## config.mk

```make
export PLATFORM = sky130hd
export DESIGN_NAME = rob_top
export DESIGN_NICKNAME = d
export VERILOG_FILES = /design/src/design/instr_pkg.sv /design/src/design/rob_defs_pkg.sv /design/src/design/rob_wb_if.sv /design/src/design/rob_alloc.sv /design/src/design/rob_entry.sv /design/src/design/rob_retire.sv /design/src/design/rob_top.sv
export SDC_FILE = /design/constraint.sdc
export NUM_CORES = 1
export LEC_CHECK = 0
export BUFFER_PORTS_ARGS = -buffer_cell sky130_fd_sc_hd__buf_2
export CAP_MARGIN = 20
export CELL_PAD_IN_SITES_DETAIL_PLACEMENT = 0
export CELL_PAD_IN_SITES_GLOBAL_PLACEMENT = 1
export CORE_UTILIZATION = 45
export CTS_BUF_LIST = sky130_fd_sc_hd__clkbuf_16
export DETAILED_ROUTE_END_ITERATION = 10
export GPL_ROUTABILITY_DRIVEN = 1
export GPL_TIMING_DRIVEN = 1
export PLACE_DENSITY_LB_ADDON = 0.1
export SLEW_MARGIN = 20
export SYNTH_ARGS = -nofsm -noshare
export SYNTH_HDL_FRONTEND = slang
export SYNTH_SLANG_ARGS = --single-unit
```

## constraint.sdc

```tcl
create_clock -name clk -period 8.1 [get_ports clk]
set_input_delay 1.215 -clock clk [delete_from_list [all_inputs] [get_ports clk]]
set_output_delay 1.215 -clock clk [all_outputs]
set_load 0.01 [all_outputs]
```

## src/design/instr_pkg.sv

```systemverilog
`default_nettype none

package instr_pkg;

   // Program counter width
   localparam int XLEN = 32;

   typedef enum logic [2:0] {
      OP_ALU,
      OP_LOAD,
      OP_STORE,
      OP_BRANCH,
      OP_JUMP
   } t_opcode;

   // Architectural register index
   typedef logic [4:0] t_arch_reg;

endpackage

`default_nettype wire

```

## src/design/rob_defs_pkg.sv

```systemverilog
`default_nettype none

package rob_defs_pkg;

   // Up to 8 entries
   localparam int ROB_ID_W = 3;

   // Generation toggles on every pointer wrap
   typedef struct packed {
      logic                gen;
      logic [ROB_ID_W-1:0] idx;
   } t_rob_id;

   typedef struct packed {
      instr_pkg::t_opcode          opcode;
      instr_pkg::t_arch_reg        dest;
      logic [instr_pkg::XLEN-1:0]  pc;
   } t_rob_ent_static;

   typedef struct packed {
      logic                        ready;
      logic                        flush_needed;
      logic [instr_pkg::XLEN-1:0]  redirect_pc;
   } t_rob_ent_dyn;

   typedef struct packed {
      t_rob_ent_static s;
      t_rob_ent_dyn    d;
   } t_rob_ent;

   typedef struct packed {
      t_rob_id                     robid;
      logic                        mispred;
      logic [instr_pkg::XLEN-1:0]  redirect_pc;
   } t_rob_result;

   // Pointer increment with wrap at depth
   function automatic t_rob_id next_id(t_rob_id id, int unsigned depth);
      t_rob_id nxt;
      nxt = id;
      if (int'(id.idx) == int'(depth) - 1) begin
         nxt.idx = '0;
         nxt.gen = ~id.gen;
      end else begin
         nxt.idx = id.idx + 1'b1;
      end
      return nxt;
   endfunction

endpackage

`default_nettype wire

```

## src/design/rob_wb_if.sv

```systemverilog
`timescale 1ns/1ps
`default_nettype none

// One-cycle writeback broadcast, no back-pressure
interface rob_wb_if;

   logic                        valid;
   rob_defs_pkg::t_rob_id       robid;
   logic                        mispred;
   logic [instr_pkg::XLEN-1:0]  redirect_pc;

   modport exec (
      output valid,
      output robid,
      output mispred,
      output redirect_pc
   );

   modport entry (
      input valid,
      input robid,
      input mispred,
      input redirect_pc
   );

endinterface

`default_nettype wire

```

## src/design/rob_alloc.sv

```systemverilog
`timescale 1ns/1ps
`default_nettype none

module rob_alloc #(
   parameter int ROB_DEPTH = 8
) (
   input  logic                  clk,
   input  logic                  reset,
   input  logic                  alloc_valid,
   input  logic                  retire,
   input  logic                  flush_now,
   output logic [ROB_DEPTH-1:0]  alloc_oh,
   output rob_defs_pkg::t_rob_id alloc_robid,
   output logic                  full
);

   localparam int CNT_W = $clog2(ROB_DEPTH + 1);

   rob_defs_pkg::t_rob_id tail;
   logic [CNT_W-1:0]      count;
   logic                  accept;

   assign full        = (count == CNT_W'(ROB_DEPTH));
   assign alloc_robid = tail;

   // Dropped while full or in the flush cycle
   assign accept = alloc_valid && !full && !flush_now;

   always_comb begin
      for (int i = 0; i < ROB_DEPTH; i++) begin
         alloc_oh[i] = accept && (int'(tail.idx) == i);
      end
   end

   always_ff @(posedge clk) begin
      if (reset || flush_now) begin
         tail  <= '0;
         count <= '0;
      end else begin
         if (accept) begin
            tail <= rob_defs_pkg::next_id(tail, ROB_DEPTH);
         end
         case ({accept, retire})
            2'b10:   count <= count + 1'b1;
            2'b01:   count <= count - 1'b1;
            default: count <= count;
         endcase
      end
   end

   a_count_max: assert property (@(posedge clk) disable iff (reset)
      count <= CNT_W'(ROB_DEPTH));

endmodule

`default_nettype wire

```

## src/design/rob_entry.sv

```systemverilog
`timescale 1ns/1ps
`default_nettype none

module rob_entry (
   input  logic                          clk,
   input  logic                          reset,
   input  rob_defs_pkg::t_rob_id         idx,
   input  rob_defs_pkg::t_rob_ent_static alloc_s,
   input  logic                          alloc,
   rob_wb_if.entry                       wb,
   input  logic                          flush_now,
   input  logic                          retire,
   output logic                          valid,
   output rob_defs_pkg::t_rob_ent        entry
);

   typedef enum logic [1:0] {
      ST_IDLE,
      ST_PEND,
      ST_READY,
      ST_FLUSH
   } t_ent_state;

   t_ent_state                    state;
   t_ent_state                    state_nxt;
   rob_defs_pkg::t_rob_result     res;
   logic                          wb_hit;
   logic                          mispred_hit;
   rob_defs_pkg::t_rob_ent_static s_q;
   logic [instr_pkg::XLEN-1:0]    redirect_q;

   assign res = '{robid: wb.robid, mispred: wb.mispred, redirect_pc: wb.redirect_pc};

   // Index compare only, a live id is unique within the buffer
   assign wb_hit      = wb.valid && (res.robid.idx == idx.idx);
   assign mispred_hit = wb_hit && res.mispred && (state == ST_PEND);

   always_comb begin
      state_nxt = state;
      unique case (state)
         ST_IDLE: begin
            if (alloc) state_nxt = ST_PEND;
         end
         ST_PEND: begin
            if (flush_now) state_nxt = ST_IDLE;
            else if (mispred_hit) state_nxt = ST_FLUSH;
            else if (wb_hit) state_nxt = ST_READY;
         end
         ST_READY: begin
            if (flush_now || retire) state_nxt = ST_IDLE;
         end
         ST_FLUSH: begin
            if (flush_now) state_nxt = ST_IDLE;
         end
      endcase
   end

   always_ff @(posedge clk) begin
      if (reset) begin
         state <= ST_IDLE;
      end else begin
         state <= state_nxt;
      end
   end

   // Static fields and redirect target
   always_ff @(posedge clk) begin
      if (alloc) begin
         s_q <= alloc_s;
      end
      if (mispred_hit) begin
         redirect_q <= res.redirect_pc;
      end
   end

   assign valid = (state != ST_IDLE);
   assign entry = '{s: s_q,
                    d: '{ready:        (state == ST_READY),
                         flush_needed: (state == ST_FLUSH),
                         redirect_pc:  redirect_q}};

   a_wb_live: assert property (@(posedge clk) disable iff (reset)
      wb_hit |-> state != ST_IDLE);

   // Allocator must never hand out a live slot
   a_alloc_free: assert property (@(posedge clk) disable iff (reset)
      alloc |-> state == ST_IDLE);

endmodule

`default_nettype wire

```

## src/design/rob_retire.sv

```systemverilog
`timescale 1ns/1ps
`default_nettype none

module rob_retire #(
   parameter int ROB_DEPTH = 8
) (
   input  logic                        clk,
   input  logic                        reset,
   input  rob_defs_pkg::t_rob_ent      entries [ROB_DEPTH],
   input  logic [ROB_DEPTH-1:0]        valids,
   output logic [ROB_DEPTH-1:0]        retire_oh,
   output logic                        retire,
   output logic                        flush_now,
   output logic                        retire_valid,
   output rob_defs_pkg::t_rob_id       retire_robid,
   output instr_pkg::t_opcode          retire_opcode,
   output instr_pkg::t_arch_reg        retire_dest,
   output logic [instr_pkg::XLEN-1:0]  retire_pc,
   output logic                        flush_valid,
   output rob_defs_pkg::t_rob_id       flush_robid,
   output logic [instr_pkg::XLEN-1:0]  flush_pc
);

   rob_defs_pkg::t_rob_id  head;
   rob_defs_pkg::t_rob_ent head_ent;
   logic                   head_valid;

   // Oldest entry
   assign head_ent   = entries[head.idx];
   assign head_valid = valids[head.idx];

   assign retire    = head_valid && head_ent.d.ready;
   assign flush_now = head_valid && head_ent.d.flush_needed;

   always_comb begin
      for (int i = 0; i < ROB_DEPTH; i++) begin
         retire_oh[i] = retire && (int'(head.idx) == i);
      end
   end

   assign retire_valid  = retire;
   assign retire_robid  = head;
   assign retire_opcode = head_ent.s.opcode;
   assign retire_dest   = head_ent.s.dest;
   assign retire_pc     = head_ent.s.pc;

   // Whole buffer goes, including the mispredicting head
   assign flush_valid = flush_now;
   assign flush_robid = head;
   assign flush_pc    = head_ent.d.redirect_pc;

   always_ff @(posedge clk) begin
      if (reset || flush_now) begin
         head <= '0;
      end else if (retire) begin
         head <= rob_defs_pkg::next_id(head, ROB_DEPTH);
      end
   end

   // Ready and flush-needed are exclusive states of one entry
   a_no_retire_flush: assert property (@(posedge clk) disable iff (reset)
      !(retire && flush_now));

endmodule

`default_nettype wire

```

## src/design/rob_top.sv

```systemverilog
`timescale 1ns/1ps
`default_nettype none

module rob_top #(
   parameter int ROB_DEPTH = 8
) (
   input  logic                        clk,
   input  logic                        reset,

   input  logic                        alloc_valid,
   input  instr_pkg::t_opcode          alloc_opcode,
   input  instr_pkg::t_arch_reg        alloc_dest,
   input  logic [instr_pkg::XLEN-1:0]  alloc_pc,

   input  logic                        wb_valid,
   input  rob_defs_pkg::t_rob_id       wb_robid,
   input  logic                        wb_mispred,
   input  logic [instr_pkg::XLEN-1:0]  wb_redirect_pc,

   output rob_defs_pkg::t_rob_id       alloc_robid,
   output logic                        full,

   output logic                        retire_valid,
   output rob_defs_pkg::t_rob_id       retire_robid,
   output instr_pkg::t_opcode          retire_opcode,
   output instr_pkg::t_arch_reg        retire_dest,
   output logic [instr_pkg::XLEN-1:0]  retire_pc,

   output logic                        flush_valid,
   output rob_defs_pkg::t_rob_id       flush_robid,
   output logic [instr_pkg::XLEN-1:0]  flush_pc
);

   rob_defs_pkg::t_rob_ent_static alloc_s;
   logic [ROB_DEPTH-1:0]          alloc_oh;
   logic [ROB_DEPTH-1:0]          retire_oh;
   logic [ROB_DEPTH-1:0]          valids;
   rob_defs_pkg::t_rob_ent        entries [ROB_DEPTH];
   logic                          retire;
   logic                          flush_now;

   rob_wb_if wb_bus ();

   // Execution side of the broadcast
   assign wb_bus.valid       = wb_valid;
   assign wb_bus.robid       = wb_robid;
   assign wb_bus.mispred     = wb_mispred;
   assign wb_bus.redirect_pc = wb_redirect_pc;

   assign alloc_s = '{opcode: alloc_opcode, dest: alloc_dest, pc: alloc_pc};

   rob_alloc #(
      .ROB_DEPTH (ROB_DEPTH)
   ) u_alloc (
      .clk         (clk),
      .reset       (reset),
      .alloc_valid (alloc_valid),
      .retire      (retire),
      .flush_now   (flush_now),
      .alloc_oh    (alloc_oh),
      .alloc_robid (alloc_robid),
      .full        (full)
   );

   for (genvar i = 0; i < ROB_DEPTH; i++) begin : g_entry
      rob_entry u_entry (
         .clk       (clk),
         .reset     (reset),
         .idx       (rob_defs_pkg::t_rob_id'(i)),
         .alloc_s   (alloc_s),
         .alloc     (alloc_oh[i]),
         .wb        (wb_bus),
         .flush_now (flush_now),
         .retire    (retire_oh[i]),
         .valid     (valids[i]),
         .entry     (entries[i])
      );
   end

   rob_retire #(
      .ROB_DEPTH (ROB_DEPTH)
   ) u_retire (
      .clk           (clk),
      .reset         (reset),
      .entries       (entries),
      .valids        (valids),
      .retire_oh     (retire_oh),
      .retire        (retire),
      .flush_now     (flush_now),
      .retire_valid  (retire_valid),
      .retire_robid  (retire_robid),
      .retire_opcode (retire_opcode),
      .retire_dest   (retire_dest),
      .retire_pc     (retire_pc),
      .flush_valid   (flush_valid),
      .flush_robid   (flush_robid),
      .flush_pc      (flush_pc)
   );

endmodule

`default_nettype wire

```

### Word level (Yosys, flattened, before mapping)

Index checks and enable logic that the tools add are counted.

* multiplexer cells: 57
* order comparisons: 2
* reduce and logical (&&, ||, !) cells: 85
* add/subtract/negate cells: 4
* bitwise operators: 3
* equal/unequal tests: 80

Operator list (count)
* $bmux W74 S3: 1
* $mux W74: 2
* $mux W2: 41
* $pmux W2 S4: 8
* $logic_and A1 B1 Y1: 44
* $eq A3 B3 Y1 const B: 12
* $eq A2 B2 Y1 const B: 17
* $ne A2 B2 Y1 const B: 16
* $reduce_and A4 Y1: 8
* $ne A4 B2 Y1 const B: 7
* $eq A2 B1 Y1 const B: 9
* $eq A3 B2 Y1 const B: 6
* $reduce_bool A2 Y1: 9
* $logic_not A2 Y1: 8
* $ne A2 B1 Y1 const B: 8
* $eq A3 B1 Y1 const B: 3
* $logic_not A3 Y1: 3
* $logic_or A1 B1 Y1: 9
* $pmux W4 S2: 1
* $add A3 B1 Y3 const B: 2
* $mux W3: 2
* $add A4 B1 Y4 const B: 1
* $eq A4 B4 Y1 const B: 1
* $ge A4 B4 Y1 const B: 1
* 9 further kinds: 12

* input port bits: 81
* flip-flop bits (word level): 604
* word-level logic and storage cells: 276
* output and inout bits: 87

### Logic depth before layout (Yosys ltp)

Gate-level depths: netlist (run 1).

* word-level depth: 10
* depth in mapped cells: 15
* mapped depth without buffers: 13

### Modules after synthesis

A second synthesis (run 1) with hierarchy kept.

* cell total of the unflattened synthesis: 1293
* area, all modules: 24146.9 um^2

Modules (own cells, without submodules)
* rob_entry: cells an instance 93, sequential area each 2202.1 um^2, area an instance 2326.0 um^2, instances 8
* rob_retire: cells an instance 479, sequential area each 80.1 um^2, area an instance 4951.0 um^2, instances 1
* rob_alloc: cells an instance 68, sequential area each 160.2 um^2, area an instance 580.6 um^2, instances 1
* rob_top: cells an instance 2, sequential area each 0.0 um^2, area an instance 7.5 um^2, instances 1

### Least setup slack after synthesis (run 1)

Ideal clock, no wire load.

* path type: in2reg
* start point: input wb_robid[0] (netlist bit)
* end point: register g_entry[0].u_entry.redirect_q[0] (netlist bit) (enable)
* arrival: 5.019 ns
* setup slack: 2.568 ns
* setup time: 0.513 ns
* stages: 4
* data required time: 7.587 ns
* buffers on the path: 1
* path through: clkbuf_1 -> inv_1 -> nand2_1 -> nor4b_1

* cells in the longest elaborated chain, start to end: 4

Ends and longest elaborated chain
* from (decl): RTL line rob_top.sv:16 `input rob_defs_pkg::t_rob_id wb_robid,`
* $logic_not A3 Y1: RTL line rob_entry.sv:35 `assign wb_hit = wb.valid && (res.robid.idx == idx.idx);`
* $logic_and A1 B1 Y1: RTL line rob_entry.sv:35
* $logic_and A1 B1 Y1 (2 in a row): RTL line rob_entry.sv:36 `assign mispred_hit = wb_hit && res.mispred && (state == ST_PEND);`
* to (signal assigned): RTL line rob_entry.sv:72 `redirect_q <= res.redirect_pc;`
* to (decl): RTL line rob_entry.sv:30 `logic [instr_pkg::XLEN-1:0] redirect_q;`

Every way passes these cells.
A chain may end at the register's enable or synchronous reset.

### Worst setup path after layout (run 1)

* start point: register u_retire.head, in the netlist u_retire.flush_robid[2]
* end point: output flush_pc[13] (netlist bit)

* cells in the longest elaborated chain, start to end: 4

Ends and longest elaborated chain
* from (decl): RTL line rob_retire.sv:24 `rob_defs_pkg::t_rob_id head;`
* from (signal assigned): RTL line rob_retire.sv:56 `head <= rob_defs_pkg::next_id(head, ROB_DEPTH);`
* $not A3 Y4 (not written as such): RTL line rob_retire.sv:29 `assign head_ent = entries[head.idx];`
* $bmux W74 S3: RTL line rob_retire.sv:29
* $mux W74 (not written as such) (2 in a row): RTL line rob_retire.sv:29
* to (decl): RTL line rob_top.sv:31 `output logic [instr_pkg::XLEN-1:0] flush_pc`

Every way passes these cells. The select of a mux whose other input is x is not followed.

==> flow_metrics.tcl, run 1 <==
set metrics [dict create \
    timing.final.ws_setup_ns 3.38 \
    fin_setup_tns_ns 0 \
    route.detailed.drc 0 \
    detail_route.iter0.violations 803 \
    timing.final.crit_share_pct 58.3 \
    clockBufferDepth 3 \
    min-delay-path-class "reg2reg" \
    antenna_found_initial 8 \
    syn_nets 1329 \
    ioPinCount 168 \
    ys_warn_count 0 \
    hold_depth 2 \
    globalRouteTotalUtil_pct 19.4 \
    core_area_um2 51600 \
    crit-reg2reg-launch "u_retire.flush_robid[0]$_SDFFE_PP0P_" \
    placement_cell_area_um2 25300 \
    synth.ff_latch_count 604 \
    synth_edf_count 576 \
    critPathLaunchType "flop" \
    vias_per_cell 5.44 \
    rows 83 \
    numCtsBuffers 66 \
    post_cts_buffers 0 \
    final_wirelength_um 50100 \
    worst_slew_pin_slew_ns 1.01 \
    final_common_cell "sky130_fd_sc_hd__edfxtp_1" \
    die_width_um 231 \
    ys_async_sr_fraction_pct 0 \
    largest_net_degree_at_the_start_of_global_routing 97 \
    timing.slew.headroom_pct 32.8 \
    num_vias 11741 \
    final_design_area_no_fill_um2 27400 \
    wl_per_cell_um 23.2 \
    tritoncts "yes" \
    status "complete, no violations" \
    cts_root_buffer "sky130_fd_sc_hd__clkbuf_16" \
    worst_ep_arrival_time_ns 3.51 \
    min_period_ns 4.72 \
    design_power_total_mw 6.69 \
    dr.pass1.iters 4 \
    finalNetCount 1524 \
    hold_path.startpoint "g_entry[7].u_entry.state[0]$_SDFFE_PP0P_" \
    fin_worst_hold_slack_ns 0.498 \
    ant_nets 0 \
    die_height_um 231 \
    power_density_nw_per_um2 244 \
    max_freq_mhz 212 \
    synth_seq_area_share_pct 75.6 \
    yosysUniqueCellTypes 67 \
    timing.setup.critical_path_class "reg2out" \
    ctsHtreeMaxLevel 3 \
    mostFrequentLayoutCells "sky130_fd_sc_hd__edfxtp_1, sky130_fd_sc_hd__nand2_1, sky130_fd_sc_hd__buf_2, sky130_fd_sc_hd__mux4_2, sky130_fd_sc_hd__clkbuf_16" \
    setup_viol 0 \
    synthCells 1233 \
    initial_core_utilization_pct 45.7 \
    post-dp-hpwl_um 25700 \
    finalMaxSlewViolations 0 \
    cts.sinks 604 \
    ctsHoldBuffers 0 \
    netlist_area_um2 23600 \
    layout-area-overhead-vs-synth_pct 16.2 \
    worst-r2r-cell-count 13 \
    hold_violations 0 \
    critical_path_required_ns 6.88 \
    gp_routability_congestion 0.765 \
    clock_latency_ns 0.59 \
    grt_pass1_wl_um 75600 \
    vdd_ir_drop_max_mv 0.212 \
    globalRouteOverflowTotal 0 \
    syn-mean-instance-area_um2 19.2 \
    synth-main-ff-cell "sky130_fd_sc_hd__edfxtp_1" \
    reg2reg_slack_ns 3.92 \
    buffer_ports.inserted 166 \
    max_cap_violations 0 \
    critPathMaxFanout 49 \
    grt_pass1_vias 12445 \
    rsz0062_at_grt "false" \
    dieArea_um2 53400 \
    cts.repair.resized 0 \
    hold_endpoint "g_entry[7].u_entry.state[1]$_SDFFE_PP0P_" \
    worst_setup_hold_path_clk_slew_ns 0.06 \
    fin_worst_skew_ns 0.0206 \
    critical_path.reg2reg.endpoint "u_alloc.count[3]$_SDFFE_PP0P_" \
    pre_cts_slack_ns 3.81 \
    cellLeakagePower_nw 9.17 \
    endpoint_kind "output pin" \
    layout-drive-gt1-share_pct 30.9 \
]
[cells in the mapped netlist, drive strengths merged, types with 5 or more instances]
cell | instances | share of area, %
nor4 | 5 | 0.13
nor4b | 5 | 0.24
inv | 14 | 0.22
nand3b | 6 | 0.19
nor2 | 28 | 0.49
nand2 | 229 | 3.6
mux4 | 145 | 14
and2 | 6 | 0.17
buf | 40 | 0.91
clkbuf | 21 | 0.33
nor2b | 7 | 0.19
a211oi | 6 | 0.19
edfxtp | 576 | 73
a21oi | 14 | 0.31
ha | 15 | 0.79
nand2b | 5 | 0.13
nand3 | 8 | 0.19
dfxtp | 28 | 2.4
o21ai | 11 | 0.23
nor3 | 9 | 0.24
[worst max path at each step]
stage	cells after the start	from	slack (ns)	to
3_5_place_dp	5	u_retire.flush_robid[2]$_SDFFE_PP0P_	3.81	flush_pc[30]
3_3_place_gp	13	u_retire.flush_robid[0]$_SDFFE_PP0P_	3.80	u_alloc.count[3]$_SDFFE_PP0P_
5_1_grt	6	u_retire.flush_robid[0]$_SDFFE_PP0P_	3.06	retire_valid
6_report	5	u_retire.flush_robid[2]$_SDFFE_PP0P_	3.38	flush_pc[13]
4_1_cts	5	u_retire.flush_robid[2]$_SDFFE_PP0P_	3.16	flush_pc[30]
2_1_floorplan	4	wb_robid[0]	2.57	g_entry[0].u_entry.redirect_q[0]$_DFFE_PN_
[sequential cells by signal (all words and copies together) (netlist names)]
| signal | flops |
|---|---|
| g_entry.u_entry.entry | 320 |
| g_entry.u_entry.redirect_q | 256 |
| g_entry.u_entry.state | 16 |
| u_alloc.alloc_robid | 4 |
| u_alloc.count | 4 |
| u_retire.flush_robid | 4 |
[where the power goes]
| group | switching [mW] | internal, mW |
|---|---|---|
| combinational | 0.151 | 0.0937 |
| sequential | 0.0220 | 3.47 |
| clock | 1.16 | 1.79 |
[layout make-up]
class,instances,area (um^2)
multi-input cells,554,5470
clock buffers,71,1780
well taps,680,851
inverters,14,53.8
fillers,4122,24200
clock inverters,46,380
repair buffers,188,1020
flip-flops and latches,604,17900
diodes,3,7.51
[critical path, cell delays in order, from the launching register on]
cell                       delay (ns)
sky130_fd_sc_hd__dfxtp_4         0.88
sky130_fd_sc_hd__clkinv_2        1.01
sky130_fd_sc_hd__buf_4           0.62
sky130_fd_sc_hd__nand2_1         0.13
sky130_fd_sc_hd__nand2_1         0.09
sky130_fd_sc_hd__buf_2           0.15
[logic make-up (layout without fill, tap and decap cells)]
| kind of cell | after synthesis | after routing | share of synthesized area (%) |
|---|---|---|---|
| xor gates and xnor gates | 6 | 6 | 0.223 |
| DFF | 604 | 604 | 75.6 |
| buffers and inverters | 75 | 319 | 1.46 |
| muxes | 149 | 149 | 14.0 |
| other | 0 | 3 | 0 |
| adders and majority gates | 15 | 15 | 0.795 |
| and+or+nand+nor | 328 | 328 | 6.27 |
| AOI/OAI and AO/OA | 56 | 56 | 1.62 |
[layer usage]
metal	global-route usage (%)	vias up	part of all wire, %
li1	-	5285	-
met3	5.04	93	5.2
met5	0	-	0.11
met1	23.6	6088	41
met2	34.1	265	52
met4	5.79	10	2.4
[per-stage QoR]
stage / instances / utilization [%]
4_1_cts: 2157 / 53.1
6_report: 2160 / 53.1
2_1_floorplan: 1233 / -
3_5_place_dp: 2040 / 48.9
3_3_place_gp: 2040 / 48.9
5_1_grt: 2157 / 53.1
(Power assumes the default switching activity.)
==> run 2, diff against run 1 <==
--- a/config.mk
+++ b/config.mk
@@ -5,6 +5,7 @@
 export SDC_FILE = /design/constraint.sdc
 export NUM_CORES = 1
 export LEC_CHECK = 0
+export ABC_AREA = 1
 export BUFFER_PORTS_ARGS = -buffer_cell sky130_fd_sc_hd__buf_2
 export CAP_MARGIN = 20
 export CELL_PAD_IN_SITES_DETAIL_PLACEMENT = 0
==> constraint.sdc (replaced) <==
create_clock -name clk -period 4.7 [get_ports clk]
set_input_delay 0.705 -clock clk [delete_from_list [all_inputs] [get_ports clk]]
set_output_delay 0.705 -clock clk [all_outputs]
set_load 0.01 [all_outputs]
==> run 2 against run 1 <==
Via count is 34% higher. Clock-buffer cell count fell by 3. Sequential power rose by 89%. Wire length is 16% higher. Non-clock buffer count increased by 10. Total power up 140%. Critical path type unchanged. Highest routed layer unchanged.
==> flow_metrics.tcl, run 2 <==
set metrics [dict create \
    vias_per_cell 5.42 \
    gp_routability_congestion 0.770 \
    fin_worst_hold_slack_ns 0.382 \
    syn_nets 2121 \
    setup_viol 0 \
    critical_path.reg2reg.endpoint "u_alloc.count[3]$_SDFFE_PP0P_" \
    post-dp-hpwl_um 30000 \
    hold_violations 0 \
    seqCellArea_um2 17900 \
    critPathMaxFanout 181 \
    crit_end "retire_pc[18]" \
    cts.repair.resized 0 \
    timing.slew.headroom_pct 28.6 \
    tritoncts "yes" \
    synth_most_common_cell "sky130_fd_sc_hd__edfxtp_1" \
    core_area_um2 53800 \
    fin_setup_tns_ns 0 \
    ioPinCount 168 \
    synth_area_leader_cell "sky130_fd_sc_hd__edfxtp_1" \
    ctsHoldBuffers 0 \
    ys_warn_count 0 \
    grt_pass1_wl_um 89600 \
    wl_per_cell_um 20.0 \
    cts_root_buffer "sky130_fd_sc_hd__clkbuf_16" \
    path_cells "inv_8, buf_12, o21ai_0, o22ai_1, nor2_1, a31oi_1, buf_2" \
    synth_seq_area_share_pct 72.9 \
    endpoint_kind "output pin" \
    synth_edf_count 576 \
    worst_ep_arrival_time_ns 3.33 \
    placement_cell_area_um2 25900 \
    timing.critical_path.slowest_stage_cell "sky130_fd_sc_hd__buf_12" \
    globalRouteOverflowTotal 0 \
    netlist_area_um2 24500 \
    design_power_total_mw 16.2 \
    timing.final.crit_share_pct 85.8 \
    initial_core_utilization_pct 45.5 \
    largest_net_degree_at_the_start_of_global_routing 182 \
    timing.setup.critical_path_class "reg2out" \
    timing.final.ws_setup_ns 0.668 \
    buffer_ports.inserted 166 \
    synth.ff_latch_count 604 \
    worst_slew_pin_slew_ns 1.07 \
    detail_route.iter0.violations 1018 \
    route.detailed.drc 0 \
    critical_path_required_ns 3.99 \
    largest_reg_flops 320 \
    dieArea_um2 55400 \
    max_freq_mhz 248 \
    antenna_found_initial 10 \
    status "complete, no violations" \
    num_vias 15750 \
    rows 85 \
    globalRouteTotalUtil_pct 21.1 \
    vdd_ir_drop_max_mv 0.487 \
    crit-reg2reg-launch "u_retire.flush_robid[0]$_SDFFE_PP0P_" \
    power_density_nw_per_um2 581 \
    post_synth_most_frequent_cells "sky130_fd_sc_hd__edfxtp_1, sky130_fd_sc_hd__nor2_1, sky130_fd_sc_hd__o21ai_0" \
    clock_latency_ns 0.59 \
    min_period_ns 4.03 \
    layout-area-overhead-vs-synth_pct 14.1 \
    final_design_area_no_fill_um2 28000 \
    ys_top_cells_by_area "sky130_fd_sc_hd__edfxtp_1, sky130_fd_sc_hd__nor2_1, sky130_fd_sc_hd__o21ai_0" \
    final_wirelength_um 58300 \
    die_width_um 235 \
    finalNetCount 2255 \
    synth-main-ff-cell "sky130_fd_sc_hd__edfxtp_1" \
    synthCells 2025 \
    yosysUniqueCellTypes 32 \
    final_common_cell "sky130_fd_sc_hd__edfxtp_1" \
    layout-drive-gt1-share_pct 14.6 \
    pre_cts_slack_ns 1.05 \
    worst-r2r-cell-count 17 \
    clockBufferDepth 3 \
    finalMaxSlewViolations 0 \
    setup.worst_path.start "u_retire.flush_robid[0]$_SDFFE_PP0P_" \
    hold_path.startpoint "alloc_pc[8]" \
    critPathLaunchType "flop" \
    post_cts_buffers 0 \
    ctsHtreeMaxLevel 3 \
    reg2reg_slack_ns 1.05 \
    worst_setup_hold_path_clk_slew_ns 0.06 \
    n_fill_cell 4669 \
    syn-mean-instance-area_um2 12.1 \
    multiInputGateArea_um2 5820 \
    netlist.area_leader.share_pct 70.6 \
    ys_async_sr_fraction_pct 0 \
    numCtsBuffers 66 \
    cellLeakagePower_nw 9.76 \
    grt_pass1_vias 15257 \
    min-delay-path-class "in2reg" \
    max_cap_violations 0 \
    cts.sinks 604 \
    ant_nets 0 \
    rsz0062_at_grt "false" \
    die_height_um 235 \
    fin_worst_skew_ns 0.0264 \
    cpPeakStageDelay_ns 0.63 \
    dr.pass1.iters 6 \
    mostFrequentLayoutCells "sky130_fd_sc_hd__edfxtp_1, sky130_fd_sc_hd__nor2_1, sky130_fd_sc_hd__o21ai_0, sky130_fd_sc_hd__buf_2, sky130_fd_sc_hd__nand2_1" \
]
-- run 2: cell count changes in the layout (fill, tap and decap cells not counted), moves of 25 or more --
cell,previous run,this run
sky130_fd_sc_hd__nand3_1,7,47
sky130_fd_sc_hd__nand4_1,1,26
sky130_fd_sc_hd__mux4_2,145,0
sky130_fd_sc_hd__a31oi_1,3,72
sky130_fd_sc_hd__nor2_1,25,570
sky130_fd_sc_hd__o21ai_0,10,299
sky130_fd_sc_hd__o22ai_1,1,72
sky130_fd_sc_hd__nand2_1,229,75
sky130_fd_sc_hd__inv_1,28,67
-- run 2: metrics by stage --
| stage | utilization, % | std cells |
|---|---|---|
| final | 51.9 | 2907 |
| after global routing | 51.9 | 2905 |
| after CTS | 51.9 | 2905 |
| after detailed placement | 48.2 | 2787 |
| after global placement | 48.2 | 2787 |
| after floorplan | - | 2025 |
-- run 2: cell families after synthesis --
| group | synth area share, % |
|---|---|
| fa+ha+maj | 0.766 |
| flops | 72.9 |
| simple gates | 12.5 |
| xor+xnor | 0.179 |
| buf+inv | 3.54 |
| compound gates | 10.1 |
-- run 2: how the worst min path moves through the flow --
stage	cells after the start	endpoint	slack, ns
floorplan	2	u_alloc.count[0]$_SDFFE_PP0P_	0.47
global placement	2	u_alloc.count[0]$_SDFFE_PP0P_	0.48
detailed placement	2	u_alloc.count[3]$_SDFFE_PP0P_	0.51
CTS	1	g_entry[1].u_entry.entry[44]$_DFFE_PP_	0.35
global route	1	g_entry[1].u_entry.entry[44]$_DFFE_PP_	0.36
finish	1	g_entry[3].u_entry.entry[42]$_DFFE_PP_	0.38
-- run 2: critical path, delay by kind of cell (launching register included) --
family | cells | cell delay (ns)
buffers and inverters | 3 | 1.38
and+or+nand+nor | 1 | 0.07
AOI/OAI and AO/OA | 3 | 0.68
DFF | 1 | 0.49
-- run 2: report_power, final --
part,switching (mW),total [mW],internal (mW)
Clock,2.01,4.85,2.84
Sequential,0.259,6.60,6.35
Combinational,3.28,4.79,1.51
-- run 2: layout make-up --
class / count / area share [%]
flip-flops and latches: 604 / 63.9
multi-input cells: 1226 / 20.8
clock buffers: 68 / 6.09
repair buffers: 198 / 3.97
well taps: 696 / 3.12
clock inverters: 50 / 1.20
inverters: 63 / 0.900
diodes: 2 / 0.0179
-- run 2: routing by layer --
layer / share of wire, % / vias up / wire, um / track usage [%]
li1: - / 7570 / - / -
met1: 43 / 7726 / 25000 / 27.1
met2: 50 / 336 / 28900 / 35.9
met3: 5.2 / 104 / 3020 / 4.98
met4: 2.1 / 14 / 1210 / 5.55
met5: 0.14 / - / 81 / 0
==> run 3, diff against run 2 <==
--- a/config.mk
+++ b/config.mk
@@ -5,7 +5,6 @@
 export SDC_FILE = /design/constraint.sdc
 export NUM_CORES = 1
 export LEC_CHECK = 0
-export ABC_AREA = 1
 export BUFFER_PORTS_ARGS = -buffer_cell sky130_fd_sc_hd__buf_2
 export CAP_MARGIN = 20
 export CELL_PAD_IN_SITES_DETAIL_PLACEMENT = 0
==> constraint.sdc (replaced) <==
create_clock -name clk -period 3.8 [get_ports clk]
set_input_delay 0.57 -clock clk [delete_from_list [all_inputs] [get_ports clk]]
set_output_delay 0.57 -clock clk [all_outputs]
set_load 0.01 [all_outputs]
==> run 3 against run 2 <==
Largest cell class unchanged. Sequential power up 13%. Highest routed layer unchanged. Non-clock buffer count increased by 2. Clock skew decreased by 0.0096 ns. Clock-buffer cell count fell by 7. Design area is 2.4% lower. Largest power group unchanged. Critical path type unchanged. Via count decreased by 26%. Flip-flop and latch count did not move.
==> flow_metrics.tcl, run 3 (synthesis results as in run 1) <==
set metrics [dict create \
    cts.sinks 604 \
    power_density_nw_per_um2 495 \
    layout-drive-gt1-share_pct 30.6 \
    num_vias 11631 \
    tritoncts "yes" \
    max_freq_mhz 303 \
    worst_slew_pin_slew_ns 0.865 \
    core_area_um2 51600 \
    post_cts_buffers 0 \
    endpoint_kind "output pin" \
    critical_path.n_buffers_inverters 2 \
    final_wirelength_um 50200 \
    timing.critical_path.slowest_stage_cell "sky130_fd_sc_hd__buf_4" \
    clockBufferDepth 3 \
    pre_cts_slack_ns 0.844 \
    grt_pass1_vias 12318 \
    timing.final.crit_share_pct 86.8 \
    worst_ep_arrival_time_ns 2.73 \
    critPathMaxFanout 40 \
    min-delay-path-class "in2reg" \
    detail_route.iter0.violations 713 \
    reg2reg_slack_ns 0.89 \
    hold_depth 1 \
    critical_path_required_ns 3.23 \
    setup_viol 0 \
    globalRouteTotalUtil_pct 19.3 \
    rsz0062_at_grt "false" \
    fin_worst_skew_ns 0.0169 \
    wl_per_cell_um 23.2 \
    clock_latency_ns 0.63 \
    final_common_cell "sky130_fd_sc_hd__edfxtp_1" \
    die_height_um 231 \
    die_width_um 231 \
    gp_routability_congestion 0.791 \
    cts.repair.resized 0 \
    ctsHoldBuffers 0 \
    dr.pass1.iters 5 \
    max_cap_violations 0 \
    timing.setup.critical_path_class "reg2out" \
    largest_net_degree_at_the_start_of_global_routing 65 \
    critPathLaunchType "flop" \
    worst_setup_hold_path_clk_slew_ns 0.06 \
    timing.slew.headroom_pct 42.3 \
    min_period_ns 3.30 \
    ant_nets 0 \
    layout.core_utilization_pct 52.9 \
    status "complete, no violations" \
    largest_reg_flops 320 \
    initial_core_utilization_pct 45.7 \
    vias_per_cell 5.37 \
    vdd_ir_drop_max_mv 0.415 \
    design_power_total_mw 13.5 \
    hold_violations 0 \
    final_design_area_no_fill_um2 27300 \
    grt_pass1_wl_um 76200 \
    post-dp-hpwl_um 27800 \
    cts_root_buffer "sky130_fd_sc_hd__clkbuf_16" \
    worst_path_dominant_cell_family "buffers and inverters" \
    ctsHtreeMaxLevel 2 \
    finalMaxSlewViolations 0 \
    ioPinCount 168 \
    worst-r2r-cell-count 11 \
    finalNetCount 1531 \
    rows 83 \
    numCtsBuffers 61 \
    route.detailed.drc 0 \
    timing.final.ws_setup_ns 0.502 \
    buffer_ports.inserted 166 \
    dieArea_um2 53400 \
    antenna_found_initial 6 \
    placement_cell_area_um2 25500 \
    cpPeakStageDelay_ns 0.68 \
    critical_path.most_common_cell "sky130_fd_sc_hd__nand2_1" \
    layout-area-overhead-vs-synth_pct 15.6 \
    count_of_cell_instances_traversed_by_the_critical_path 5 \
    globalRouteOverflowTotal 0 \
    n_fill_cell 4178 \
    path_cells "buf_4, mux4_2, nand2_1, nand2_1, buf_2" \
    mostFrequentLayoutCells "sky130_fd_sc_hd__edfxtp_1, sky130_fd_sc_hd__nand2_1, sky130_fd_sc_hd__buf_2, sky130_fd_sc_hd__mux4_2, sky130_fd_sc_hd__clkbuf_16" \
    cellLeakagePower_nw 9.10 \
]
-- run 3: cell types whose count changed in the layout (fill, tap and decap cells not counted), sizes merged, moves of 45 or more --
cell,delta
nor2,-544
nand2,+153
nand3,-50
o22ai,-71
inv,-45
a31oi,-69
mux4,+145
o21ai,-289
-- run 3: through the flow --
| stage | setup TNS [ns] | instances | hold slack [ns] |
|---|---|---|---|
| after floorplan | -51.47 | 1233 | 0.463 |
| after global placement | 0 | 2052 | 0.496 |
| after detailed placement | 0 | 2052 | 0.501 |
| after CTS | 0 | 2163 | 0.158 |
| after global routing | 0 | 2164 | 0.187 |
| final | 0 | 2165 | 0.207 |
-- run 3: final cells by class --
class / count / area (um^2) / area share (%)
inverter: 14 / 53.8 / 0.197
clock buffer: 61 / 1530 / 5.59
clock inverter: 50 / 312 / 1.14
multi-input combinational: 554 / 5500 / 20.2
antenna: 2 / 5.00 / 0.0183
sequential: 604 / 17900 / 65.5
timing repair buffer: 200 / 1170 / 4.30
tap: 680 / 851 / 3.12
-- run 3: path summary, 6_finish.rpt --
kind / start / to
min: alloc_dest[1] / g_entry[3].u_entry.entry[67]$_DFFE_PP_
max reg2reg: u_retire.flush_robid[0]$_SDFFE_PP0P_ / u_alloc.count[3]$_SDFFE_PP0P_
max: u_retire.flush_robid[0]$_SDFFE_PP0P_ / flush_pc[31]
min reg2reg: g_entry[7].u_entry.state[0]$_SDFFE_PP0P_ / g_entry[7].u_entry.state[1]$_SDFFE_PP0P_
-- run 3: power breakdown --
group / internal (mW) / switching [mW] / total, mW
Sequential: 7.40 / 0.0427 / 7.45
Clock: 3.10 / 2.41 / 5.51
Combinational: 0.211 / 0.335 / 0.546
-- run 3: worst register-to-register path: cells and delay by family (launching register included) --
kind                       cells  cell delay [ns]
and+or+nand+nor                4             0.84
AOI/OAI and AO/OA              4             0.64
buffers and inverters          1             0.46
DFF                            1             0.44
adders and majority gates      1             0.28
xor gates and xnor gates       1             0.13
-- run 3: layer usage --
metal	share of wire, %	vias to the layer above	global-route usage, %
li1	-	5297	-
met1	43	6030	25.4
met2	50	228	33.0
met3	5.1	68	3.92
met4	1.7	8	5.03
met5	0.11	-	0
